## config.mk

```make
export PLATFORM = sky130hd
export DESIGN_NAME = spriteUnit
export DESIGN_NICKNAME = d
export VERILOG_FILES = /design/src/rtl/vicBusPkg.sv /design/src/rtl/spritePkg.sv /design/src/rtl/spriteFetch.sv /design/src/rtl/spritePixelShifter.sv /design/src/rtl/spritePriorityMux.sv /design/src/rtl/spriteUnit.sv
export VERILOG_INCLUDE_DIRS = /design/src /design/src/rtl
export SDC_FILE = /design/constraint.sdc
export NUM_CORES = 1
export LEC_CHECK = 0
export BUFFER_PORTS_ARGS = -buffer_cell sky130_fd_sc_hd__buf_4
export CORE_MARGIN = 4
export CORE_UTILIZATION = 50
export CTS_BUF_LIST = sky130_fd_sc_hd__clkbuf_16
export CTS_CLUSTER_DIAMETER = 80
export DETAILED_ROUTE_END_ITERATION = 8
export GPL_TIMING_DRIVEN = 0
export PLACE_DENSITY = 0.7
export SETUP_SLACK_MARGIN = 0.2
export SYNTH_ARGS = -nofsm -noshare
export SYNTH_HDL_FRONTEND = slang
export SYNTH_SLANG_ARGS = --single-unit
```

## constraint.sdc

```tcl
create_clock -name clk33 -period 3 [get_ports clk33]
set_clock_uncertainty 0.05 [all_clocks]
set_input_delay 0.9 -clock clk33 [delete_from_list [all_inputs] [get_ports clk33]]
set_output_delay 0.9 -clock clk33 [all_outputs]
set_load 0.02 [all_outputs]
```

## src/rtl/sprite_cfg.svh

```systemverilog
// ======================================
// Sprite configuration
// Sizes shared by the sprite pixel path
// ======================================
`ifndef SPRITE_CFG_SVH
`define SPRITE_CFG_SVH

`default_nettype none

// Eight hardware sprites, addressed by a three bit index
`define SPRITE_COUNT 8
`define SPRITE_BITS 3

// One sprite line is three data bytes wide
`define SHIFT_WIDTH 24

// Palette index width
`define COLOR_BITS 4

`default_nettype wire

`endif

```

## src/rtl/vicBusPkg.sv

```systemverilog
// ======================================
// Bus-side types
// Fetched bytes and shifter load requests
// ======================================
`include "sprite_cfg.svh"
`default_nettype none

package vicBusPkg;

	// One byte as it comes off the memory bus during a sprite fetch
	// Sprite selects which of the eight shifters the byte belongs to
	typedef struct packed {
		logic [`SPRITE_BITS-1:0] sprite;
		logic [7:0] data;
	} fetchByteT;

	// A byte on its way into a sprite shifter
	// LastByte flags the third byte of the line, after which the
	// sprite is ready to start at its X position
	typedef struct packed {
		logic [`SPRITE_BITS-1:0] sprite;
		logic [7:0] data;
		logic lastByte;
	} spriteLoadT;

endpackage

`default_nettype wire

```

## src/rtl/spritePkg.sv

```systemverilog
// ======================================
// Sprite-side types
// Control, pixel codes, states and output
// ======================================
`include "sprite_cfg.svh"
`default_nettype none

package spritePkg;

	// Per-sprite control as the register file would present it
	typedef struct packed {
		logic active;
		logic multicolor;
		logic xExpand;
		logic [8:0] xPos;
		logic [`COLOR_BITS-1:0] color;
	} spriteCtrlT;

	// Two bit pixel code out of the shifter
	// A high-resolution 1 bit is presented as PIX_SPRITE
	typedef enum logic [1:0] {
		PIX_CLEAR  = 2'b00,
		PIX_MC0    = 2'b01,
		PIX_SPRITE = 2'b10,
		PIX_MC1    = 2'b11
	} pixCodeE;

	// Shifter life cycle
	// IDLE collects bytes, ARMED waits for the X match, RUN shifts out
	typedef enum logic [1:0] {
		SHIFT_IDLE  = 2'b00,
		SHIFT_ARMED = 2'b01,
		SHIFT_RUN   = 2'b10
	} shiftStateE;

	// Resolved output pixel
	// Valid low means no sprite covers this pixel
	typedef struct packed {
		logic valid;
		logic [`SPRITE_BITS-1:0] sprite;
		logic [`COLOR_BITS-1:0] color;
	} pixelOutT;

endpackage

`default_nettype wire

```

## src/rtl/spriteFetch.sv

```systemverilog
// ======================================
// Sprite fetch stage
// Buffers bus bytes, counts three per
// sprite and forwards them to the shifter
// ======================================
`include "sprite_cfg.svh"
`default_nettype none

module spriteFetch (
	input  wire logic clk33,
	input  wire logic rst,
	input  wire logic busValid,
	input  wire vicBusPkg::fetchByteT busIn,
	input  wire spritePkg::spriteCtrlT [`SPRITE_COUNT-1:0] spriteCtrl,
	input  wire logic loadReady,
	output logic busReady,
	output logic loadValid,
	output vicBusPkg::spriteLoadT load
);

	// Index of the last byte in a sprite line
	localparam logic [1:0] LastIdx = 2'(`SHIFT_WIDTH / 8 - 1);

	// One entry holding register in front of the load link
	logic holdValid;
	vicBusPkg::spriteLoadT hold;

	// Byte position within the current line, one counter per sprite
	logic [1:0] byteCnt [`SPRITE_COUNT];

	logic busAccept;
	logic drain;
	logic byteActive;

	assign loadValid = holdValid;
	assign load = hold;

	// The holding register empties on the same clock that the shifter takes it
	assign drain = holdValid && loadReady;
	assign busReady = !holdValid || drain;
	assign busAccept = busValid && busReady;

	// Bytes for switched-off sprites are swallowed here
	assign byteActive = spriteCtrl[busIn.sprite].active;

	// ======================================
	// Holding register and byte counters
	// ======================================
	always_ff @(posedge clk33) begin
		if (rst) begin
			holdValid <= 1'b0;
			for (int i = 0; i < `SPRITE_COUNT; i++) begin
				byteCnt[i] <= 2'd0;
			end
		end else begin
			if (drain) begin
				holdValid <= 1'b0;
			end
			if (busAccept && byteActive) begin
				holdValid <= 1'b1;
				// Third byte wraps the counter so the next line starts clean
				if (byteCnt[busIn.sprite] == LastIdx) begin
					byteCnt[busIn.sprite] <= 2'd0;
				end else begin
					byteCnt[busIn.sprite] <= byteCnt[busIn.sprite] + 2'd1;
				end
			end
		end
	end

	// Payload follows the accept, no reset needed
	always_ff @(posedge clk33) begin
		if (busAccept && byteActive) begin
			hold.sprite <= busIn.sprite;
			hold.data <= busIn.data;
			hold.lastByte <= (byteCnt[busIn.sprite] == LastIdx);
		end
	end

	// A stalled load must not change under the shifter
	assert property (@(posedge clk33) disable iff (rst)
		loadValid && !loadReady |=> loadValid && $stable(load))
		else $error("spriteFetch: load changed while stalled");

endmodule

`default_nettype wire

```

## src/rtl/spritePixelShifter.sv

```systemverilog
// ======================================
// Sprite pixel shifter
// Holds a 24 bit line per sprite and
// shifts pixel codes out from the X match
// ======================================
`include "sprite_cfg.svh"
`default_nettype none

module spritePixelShifter (
	input  wire logic clk33,
	input  wire logic rst,
	input  wire logic pixelEn,
	input  wire logic [8:0] rasterX,
	input  wire spritePkg::spriteCtrlT [`SPRITE_COUNT-1:0] spriteCtrl,
	input  wire logic loadValid,
	input  wire vicBusPkg::spriteLoadT load,
	output logic loadReady,
	output spritePkg::pixCodeE [`SPRITE_COUNT-1:0] pixCode
);

	// Last run count for a normal and for an X-expanded sprite
	localparam logic [5:0] RunLast = 6'(`SHIFT_WIDTH - 1);
	localparam logic [5:0] RunLastX = 6'(2 * `SHIFT_WIDTH - 1);

	logic [`SHIFT_WIDTH-1:0] pixels [`SPRITE_COUNT];
	spritePkg::shiftStateE state [`SPRITE_COUNT];
	logic [5:0] runCnt [`SPRITE_COUNT];
	// Flips every pixel of an expanded sprite, shifting happens on the high half
	logic xTog [`SPRITE_COUNT];

	logic loadAccept;

	// A running sprite cannot take new data until its line is out
	assign loadReady = (state[load.sprite] != spritePkg::SHIFT_RUN);
	assign loadAccept = loadValid && loadReady;

	// ======================================
	// Line registers
	// ======================================
	always_ff @(posedge clk33) begin
		for (int i = 0; i < `SPRITE_COUNT; i++) begin
			if (loadAccept && load.sprite == `SPRITE_BITS'(i)) begin
				// New bytes enter at the low end, the first byte ends on top
				pixels[i] <= {pixels[i][`SHIFT_WIDTH-9:0], load.data};
			end else if (pixelEn && state[i] == spritePkg::SHIFT_RUN) begin
				// Shift once per pixel, or once per pixel pair in multicolor
				if (!spriteCtrl[i].xExpand || xTog[i]) begin
					if (!spriteCtrl[i].multicolor) begin
						pixels[i] <= {pixels[i][`SHIFT_WIDTH-2:0], 1'b0};
					end else if (spriteCtrl[i].xExpand ? runCnt[i][1] : runCnt[i][0]) begin
						pixels[i] <= {pixels[i][`SHIFT_WIDTH-3:0], 2'b00};
					end
				end
			end
		end
	end

	// ======================================
	// State, run counter and code output
	// ======================================
	always_ff @(posedge clk33) begin
		if (rst) begin
			for (int i = 0; i < `SPRITE_COUNT; i++) begin
				state[i] <= spritePkg::SHIFT_IDLE;
				runCnt[i] <= 6'd0;
				xTog[i] <= 1'b0;
				pixCode[i] <= spritePkg::PIX_CLEAR;
			end
		end else begin
			for (int i = 0; i < `SPRITE_COUNT; i++) begin
				// Third byte in arms the sprite
				if (loadAccept && load.sprite == `SPRITE_BITS'(i) && load.lastByte) begin
					state[i] <= spritePkg::SHIFT_ARMED;
				end
				if (pixelEn) begin
					if (state[i] == spritePkg::SHIFT_RUN) begin
						// Hi-res shows the top bit as PIX_SPRITE or PIX_CLEAR
						if (spriteCtrl[i].multicolor) begin
							pixCode[i] <= spritePkg::pixCodeE'(pixels[i][`SHIFT_WIDTH-1 -: 2]);
						end else begin
							pixCode[i] <= spritePkg::pixCodeE'({pixels[i][`SHIFT_WIDTH-1], 1'b0});
						end
						xTog[i] <= !xTog[i];
						runCnt[i] <= runCnt[i] + 6'd1;
						if (runCnt[i] == (spriteCtrl[i].xExpand ? RunLastX : RunLast)) begin
							state[i] <= spritePkg::SHIFT_IDLE;
						end
					end else begin
						pixCode[i] <= spritePkg::PIX_CLEAR;
						// Start on the X match, first code follows one pixel later
						if (state[i] == spritePkg::SHIFT_ARMED && rasterX == spriteCtrl[i].xPos) begin
							state[i] <= spritePkg::SHIFT_RUN;
							runCnt[i] <= 6'd0;
							xTog[i] <= 1'b0;
						end
					end
				end
			end
		end
	end

	// While a sprite runs its line only changes by shifting on pixel enables
	for (genvar g = 0; g < `SPRITE_COUNT; g++) begin : gRunChk
		assert property (@(posedge clk33) disable iff (rst)
			state[g] == spritePkg::SHIFT_RUN && !pixelEn |=> $stable(pixels[g]))
			else $error("spritePixelShifter: sprite %0d written while running", g);
	end

endmodule

`default_nettype wire

```

## src/rtl/spritePriorityMux.sv

```systemverilog
// ======================================
// Sprite priority mux
// Maps codes to colours, lowest opaque
// sprite wins, one registered pixel out
// ======================================
`include "sprite_cfg.svh"
`default_nettype none

module spritePriorityMux (
	input  wire logic clk33,
	input  wire logic rst,
	input  wire logic pixelEn,
	input  wire spritePkg::pixCodeE [`SPRITE_COUNT-1:0] pixCode,
	input  wire spritePkg::spriteCtrlT [`SPRITE_COUNT-1:0] spriteCtrl,
	input  wire logic [`COLOR_BITS-1:0] mcColor0,
	input  wire logic [`COLOR_BITS-1:0] mcColor1,
	output spritePkg::pixelOutT pixelOut
);

	spritePkg::pixelOutT nextPix;

	// ======================================
	// Priority resolve
	// ======================================
	always_comb begin
		nextPix.valid = 1'b0;
		nextPix.sprite = '0;
		nextPix.color = '0;
		// Walk from the top so the lowest opaque index is the last to write
		for (int i = `SPRITE_COUNT - 1; i >= 0; i--) begin
			if (pixCode[i] != spritePkg::PIX_CLEAR) begin
				nextPix.valid = 1'b1;
				nextPix.sprite = `SPRITE_BITS'(i);
				case (pixCode[i])
					spritePkg::PIX_MC0: nextPix.color = mcColor0;
					spritePkg::PIX_MC1: nextPix.color = mcColor1;
					default: nextPix.color = spriteCtrl[i].color;
				endcase
			end
		end
	end

	// Valid is control and gets cleared by reset
	always_ff @(posedge clk33) begin
		if (rst) begin
			pixelOut.valid <= 1'b0;
		end else if (pixelEn) begin
			pixelOut.valid <= nextPix.valid;
		end
	end

	// Index and colour only mean something while valid is high
	always_ff @(posedge clk33) begin
		if (pixelEn) begin
			pixelOut.sprite <= nextPix.sprite;
			pixelOut.color <= nextPix.color;
		end
	end

endmodule

`default_nettype wire

```

## src/rtl/spriteUnit.sv

```systemverilog
// ======================================
// Sprite unit
// Fetch, shifter and priority mux
// ======================================
`include "sprite_cfg.svh"
`default_nettype none

module spriteUnit (
	input  wire logic clk33,
	input  wire logic rst,
	input  wire logic pixelEn,
	input  wire logic [8:0] rasterX,
	input  wire vicBusPkg::fetchByteT busIn,
	input  wire logic busValid,
	input  wire spritePkg::spriteCtrlT [`SPRITE_COUNT-1:0] spriteCtrl,
	input  wire logic [`COLOR_BITS-1:0] mcColor0,
	input  wire logic [`COLOR_BITS-1:0] mcColor1,
	output logic busReady,
	output spritePkg::pixelOutT pixelOut
);

	// Load link between fetch and shifter
	logic loadValid;
	logic loadReady;
	vicBusPkg::spriteLoadT load;

	// One code per sprite into the priority stage
	spritePkg::pixCodeE [`SPRITE_COUNT-1:0] pixCode;

	spriteFetch fetch (
		.clk33(clk33),
		.rst(rst),
		.busValid(busValid),
		.busIn(busIn),
		.spriteCtrl(spriteCtrl),
		.loadReady(loadReady),
		.busReady(busReady),
		.loadValid(loadValid),
		.load(load)
	);

	spritePixelShifter shifter (
		.clk33(clk33),
		.rst(rst),
		.pixelEn(pixelEn),
		.rasterX(rasterX),
		.spriteCtrl(spriteCtrl),
		.loadValid(loadValid),
		.load(load),
		.loadReady(loadReady),
		.pixCode(pixCode)
	);

	spritePriorityMux prioMux (
		.clk33(clk33),
		.rst(rst),
		.pixelEn(pixelEn),
		.pixCode(pixCode),
		.spriteCtrl(spriteCtrl),
		.mcColor0(mcColor0),
		.mcColor1(mcColor1),
		.pixelOut(pixelOut)
	);

endmodule

`default_nettype wire

```

## Word-level counts from Yosys, hierarchy flattened

Memory sizes are Yosys's and may differ from the RTL's. A register that Yosys moved wholly into a read port is not among the register bits.
Cells that the tools add are included.

| storage, ports and cells | value |
|---|---|
| register bits | 37 |
| RAM bits | 280 |
| input port bits | 160 |
| logic and storage cells | 615 |
| memories | 5 |

Memories:

| name | depth | width | read ports | clocked after Yosys merged registers in | wr ports | RTL line | text |
|---|---|---|---|---|---|---|---|
| shifter.pixels | 8 | 24 | 8 | 0 | 8 | spritePixelShifter.sv:25 | `` logic [`SHIFT_WIDTH-1:0] pixels [`SPRITE_COUNT]; `` |
| shifter.runCnt | 8 | 6 | 8 | 0 | 8 | spritePixelShifter.sv:27 | `` logic [5:0] runCnt [`SPRITE_COUNT]; `` |
| fetch.byteCnt | 8 | 2 | 1 | 0 | 8 | spriteFetch.sv:29 | `` logic [1:0] byteCnt [`SPRITE_COUNT]; `` |
| shifter.state | 8 | 2 | 9 | 1 | 8 | spritePixelShifter.sv:26 | `` spritePkg::shiftStateE state [`SPRITE_COUNT]; `` |
| shifter.xTog | 8 | 1 | 8 | 0 | 8 | spritePixelShifter.sv:29 | `` logic xTog [`SPRITE_COUNT]; `` |

| operators by class | value |
|---|---|
| add/subtract/negate cells | 9 |
| magnitude comparators | 1 |
| equal/unequal tests | 57 |
| muxes and demuxes | 379 |
| bitwise logic cells | 73 |
| reduce and logical (&&, ||, !) cells | 74 |

Operator list:

| kind | count |
|---|---|
| $mux 24 | 16 |
| $mux 1 | 285 |
| $mux 6 | 24 |
| $or 1x1->1 | 73 |
| $eq 9x9->1 | 8 |
| $mux 2 | 34 |
| $mux 8 | 8 |
| $pmux 4 s2 | 8 |
| $add 6x1->6 const B | 8 |
| $bmux 16 s3 | 1 |
| $eq 6x6->1 | 8 |
| $logic_and 1x1->1 | 35 |
| $eq 2x2->1 const B | 17 |
| $eq 2x1->1 const B | 16 |
| $reduce_bool 2->1 | 9 |
| $logic_not 1->1 | 17 |
| $mux 16 | 1 |
| $eq 3x3->1 const B | 4 |
| $logic_or 1x1->1 | 9 |
| $eq 3x2->1 const B | 2 |
| $mux 3 | 2 |
| $lt 3x4->1 const B | 1 |
| $reduce_or 2->1 | 2 |
| $reduce_or 4->1 | 1 |
| 4 further kinds | 4 |

## Depth between registers and ports, before layout

| depth | value |
|---|---|
| word-level depth | 11 |
| mapped depth | 10 |

## Hierarchy

Synthesis repeated with hierarchy kept, for this count alone.

| unflattened totals | value |
|---|---|
| cell total of the unflattened synthesis | 1590 |
| area, all modules | 17837.1 um^2 |

By module, submodules not included:

| module | times used | cells each | area an instance (um^2) |
|---|---|---|---|
| spritePixelShifter | 1 | 1330 | 15098.2 |
| spriteFetch | 1 | 120 | 1539.0 |
| spritePriorityMux | 1 | 140 | 1199.9 |

## Worst setup path after synthesis

OpenSTA, ideal clock, no wires.

| timing path | value |
|---|---|
| path kind | input -> register |
| start | input port busIn[9] (netlist bit) |
| end | memory fetch.byteCnt[7][0], enable pin |
| setup time | 0.249 ns |
| arrival time | 2.733 ns |
| setup slack | -0.032 ns |
| stages on the path | 8 |
| path buffers | 2 |
| cells stage by stage | clkbuf_1 > mux4_2 > mux2_2 > nand2_1 > a21o_2 > inv_2 > buf_2 > a41o_1 |

RTL lines:

| what | RTL line | text |
|---|---|---|
| start: declaration | spriteUnit.sv:13 | `input wire vicBusPkg::fetchByteT busIn,` |
| end: declaration | spriteFetch.sv:29 |  |

==> metrics.yaml <==
outcome:
  status: "complete, but fails checks"
  violations: "setup timing"
route:
  ant_nets: 0
  totalWireLength_mm: 47.3
  num_vias: 13707
  first_pass_iters: 5
  drc: 0
  post_drt_via_cell_ratio: 6.26
  drt_iter0_drc: 1112
  wl_per_cell_um: 21.6
logic_synthesis:
  synth_compound_area_share_pct: 19.1
  netlist_top_cells_area: "edfxtp_1 52%, a2bb2oi_1 7.4%, o22ai_1 5.6%"
  synth-simple-area-share_pct: 11.5
  synth_top_area_cell: "edfxtp_1"
  syn_inst: 1498
  ys_warn_count: 0
  synth_common_cells: "298 x edfxtp_1, 155 x o22ai_1, 147 x a2bb2oi_1"
  synth_top_family_by_area: "compound AO/OA/AOI/OAI gates"
  ys.flop_type: "edfxtp_1"
  ys_ff_latch: 320
  synthMuxAreaShare_pct: 6.20
  seq_area_frac_synth_pct: 54.2
  synthAdderAreaFrac_pct: 0.650
  synth-edff-count: 298
  yosys.area_share.xor_xnor_pct: 5.25
  synth_top_area_share_pct: 51.6
  synth_area_per_cell_um2: 11.6
  syn_area_um2: 17300
  synth_cell_types: 72
  yosysMostFrequentCell: "edfxtp_1"
  syn-num-nets: 1667
  async_flop_share_pct: 0
cells_and_area:
  final_nets: 1883
  drive_gt1_share_pct: 21.0
  post-route-cell-area_um2: 20700
  n_fill_cell: 2737
  area_growth_pct: 19.5
  final_cells: 2190
power_and_ir_drop:
  p_leak_uw: 0.00737
  ir_drop_mv: 0.502
  power_density_nw_per_um2: 510
clock_network:
  h-tree-depth: 2
  cts_max_path_buffers: 3
  cts_hold_buf: 0
  cts_root_buf: "clkbuf_16"
  clkSlewWorstSetupHoldPaths_ns: 0.06
  clk-insertion-delay-late_ns: 0.52
  cts_tree: "done"
  cts.sinks: 320
  cts_made_buffers: 36
global_route:
  grt_use_total_pct: 23.8
  grt_max_degree: 25
  antenna_found_initial: 2
  overflow: 0
  grt_pass1_vias: 13271
  grt_pass1_wl_mm: 73.1
timing:
  fin_ws_ns: -0.0735
  maxSlewHeadroom_pct: 45.5
  finalCritPeriodShare_pct: 102
  finalSetupViolations: 1
  fin_tns_setup_ns: -0.0735
  rsz0062_at_grt: "yes"
  hold_slack_ns: 0.460
  final_max_slew_viol_count: 0
  hold_violations: 0
  max_freq_ghz: 0.325
  worstMarginPinSlew_ns: 0.817
  period_minus_slack_ns: 3.07
placement:
  gp_congestion: 0.971
  placed_cell_area_um2: 19100
  dp_hpwl_mm: 34.0
  port-buffer-count: 159
  placedCellCount: 2105
worst_setup_path:
  reg2reg_depth: 7
  worst_ep_arrival_time_ns: 2.12
  startpoint_type: "flip-flop"
  cp_cell_sequence: "nor2b_4, mux4_2, mux2_4, nand2_4, buf_6"
  critPathCaptureType: "output pin"
  cp_max_fo: 2
  worst-setup-path-type: "flip-flop to output pin"
  cpPeakStageDelay_ns: 0.50
  worst-endpoint-required_ns: 2.05
  critical-path-slowest-cell: "mux4_2"
floorplanning:
  die_h_um: 194
  dieArea_um2: 37700
  io-pin-count: 169
  die_x_um: 194
  coreArea_um2: 33900
  rows: 67
  initial_core_util_pct: 51.2
run:
  cap_violations: 0
min_path:
  hp-class: "flip-flop to flip-flop"
  hold-path-cell-count: 2
## sequential cells by signal, indices dropped and copies added (netlist names), named ones only
name              count
prioMux.pixelOut      8
shifter.pixels      192
fetch.load           12
shifter.xTog          8
shifter.pixCode      16
shifter.runCnt       48
fetch.byteCnt        16
fetch.loadValid       1
shifter.state        16
## stage by stage
| stage | power (uW) | worst slack, ns | utilization, % |
|---|---|---|---|
| finish | 10600 | -0.0735 | 61.2 |
| global route | 10900 | -0.100 | 61.2 |
| CTS | 10600 | -0.0916 | 60.6 |
| detailed placement | 6320 | -0.783 | 56.5 |
| global placement | 6290 | -0.790 | 56.5 |
| floorplan | 5870 | 0.209 | - |
## critical path, delay by kind of cell, from the launching register on
family / cells / cell delay, ns
simple gates: 2 / 0.25
buf+inv: 1 / 0.12
flops: 1 / 0.41
mux: 2 / 0.82
## cells by family after synthesis
logic type,count (synthesis)
buf+inv,139
xor+xnor,104
mux,94
fa+ha+maj,9
simple gates,388
compound gates,444
flops,320
## where the power goes
| part | switching, uW | internal, uW |
|---|---|---|
| Clock | 1790 | 2500 |
| Sequential | 126 | 5060 |
| Combinational | 596 | 509 |
| Total | 2510 | 8070 |
## what timing repair did
action,4_1_cts,5_1_grt
cloned,4,1
pin swaps,4,5
resized for setup,50,40
setup endpoints to repair,332,222
setup buffers,4,10
## cells in the final DEF, fill, tap and decap left out, types with 13 or more instances in the layout
cell type / instances
nand2b_1: 15
mux2i_1: 43
dfxtp_1: 22
nand2_1: 58
clkbuf_2: 14
o22ai_1: 154
inv_1: 33
clkbuf_1: 70
edfxtp_1: 298
a2bb2oi_1: 147
clkbuf_16: 37
nor2b_1: 14
xor2_1: 32
nand4_1: 18
nor2_1: 127
mux2_2: 42
a21oi_1: 24
nand3_1: 34
xnor2_1: 72
buf_2: 13
o21ai_0: 16
nor3_1: 25
buf_4: 174
## per-layer routing
layer | wire length, um | part of all wire (%) | global-route usage [%]
met5 | 9 | 0.019 | 0
met4 | 1720 | 3.6 | 8.91
met3 | 3310 | 7.0 | 3.51
met2 | 22300 | 47 | 38.9
met1 | 19900 | 42 | 32.4
## final timing paths
path / startpoint / to / slack, ns
max: shifter.state[4][1]$_SDFFCE_PN0P_ / busReady / -0.07
min: shifter.pixels[1][0]$_SDFFE_PN0N_ / shifter.pixels[1][0]$_SDFFE_PN0N_ / 0.46
max reg2reg: shifter.state[4][1]$_SDFFCE_PN0P_ / shifter.pixels[1][28]$_DFFE_PP_ / 0.23
min reg2reg: shifter.pixels[1][0]$_SDFFE_PN0N_ / shifter.pixels[1][0]$_SDFFE_PN0N_ / 0.46
## cell type report
class | instances | area, um2 | share of cell area, %
repair buffers | 173 | 1300 | 6.29
well taps | 448 | 561 | 2.71
diodes | 1 | 2.50 | 0.0121
multi-input cells | 1044 | 7730 | 37.3
inverters | 26 | 97.6 | 0.471
plain buffers | 113 | 508 | 2.45
flip-flops and latches | 320 | 9390 | 45.3
clock buffers | 37 | 926 | 4.47
clock inverters | 28 | 205 | 0.990
Power figures use the tool's default switching activity.
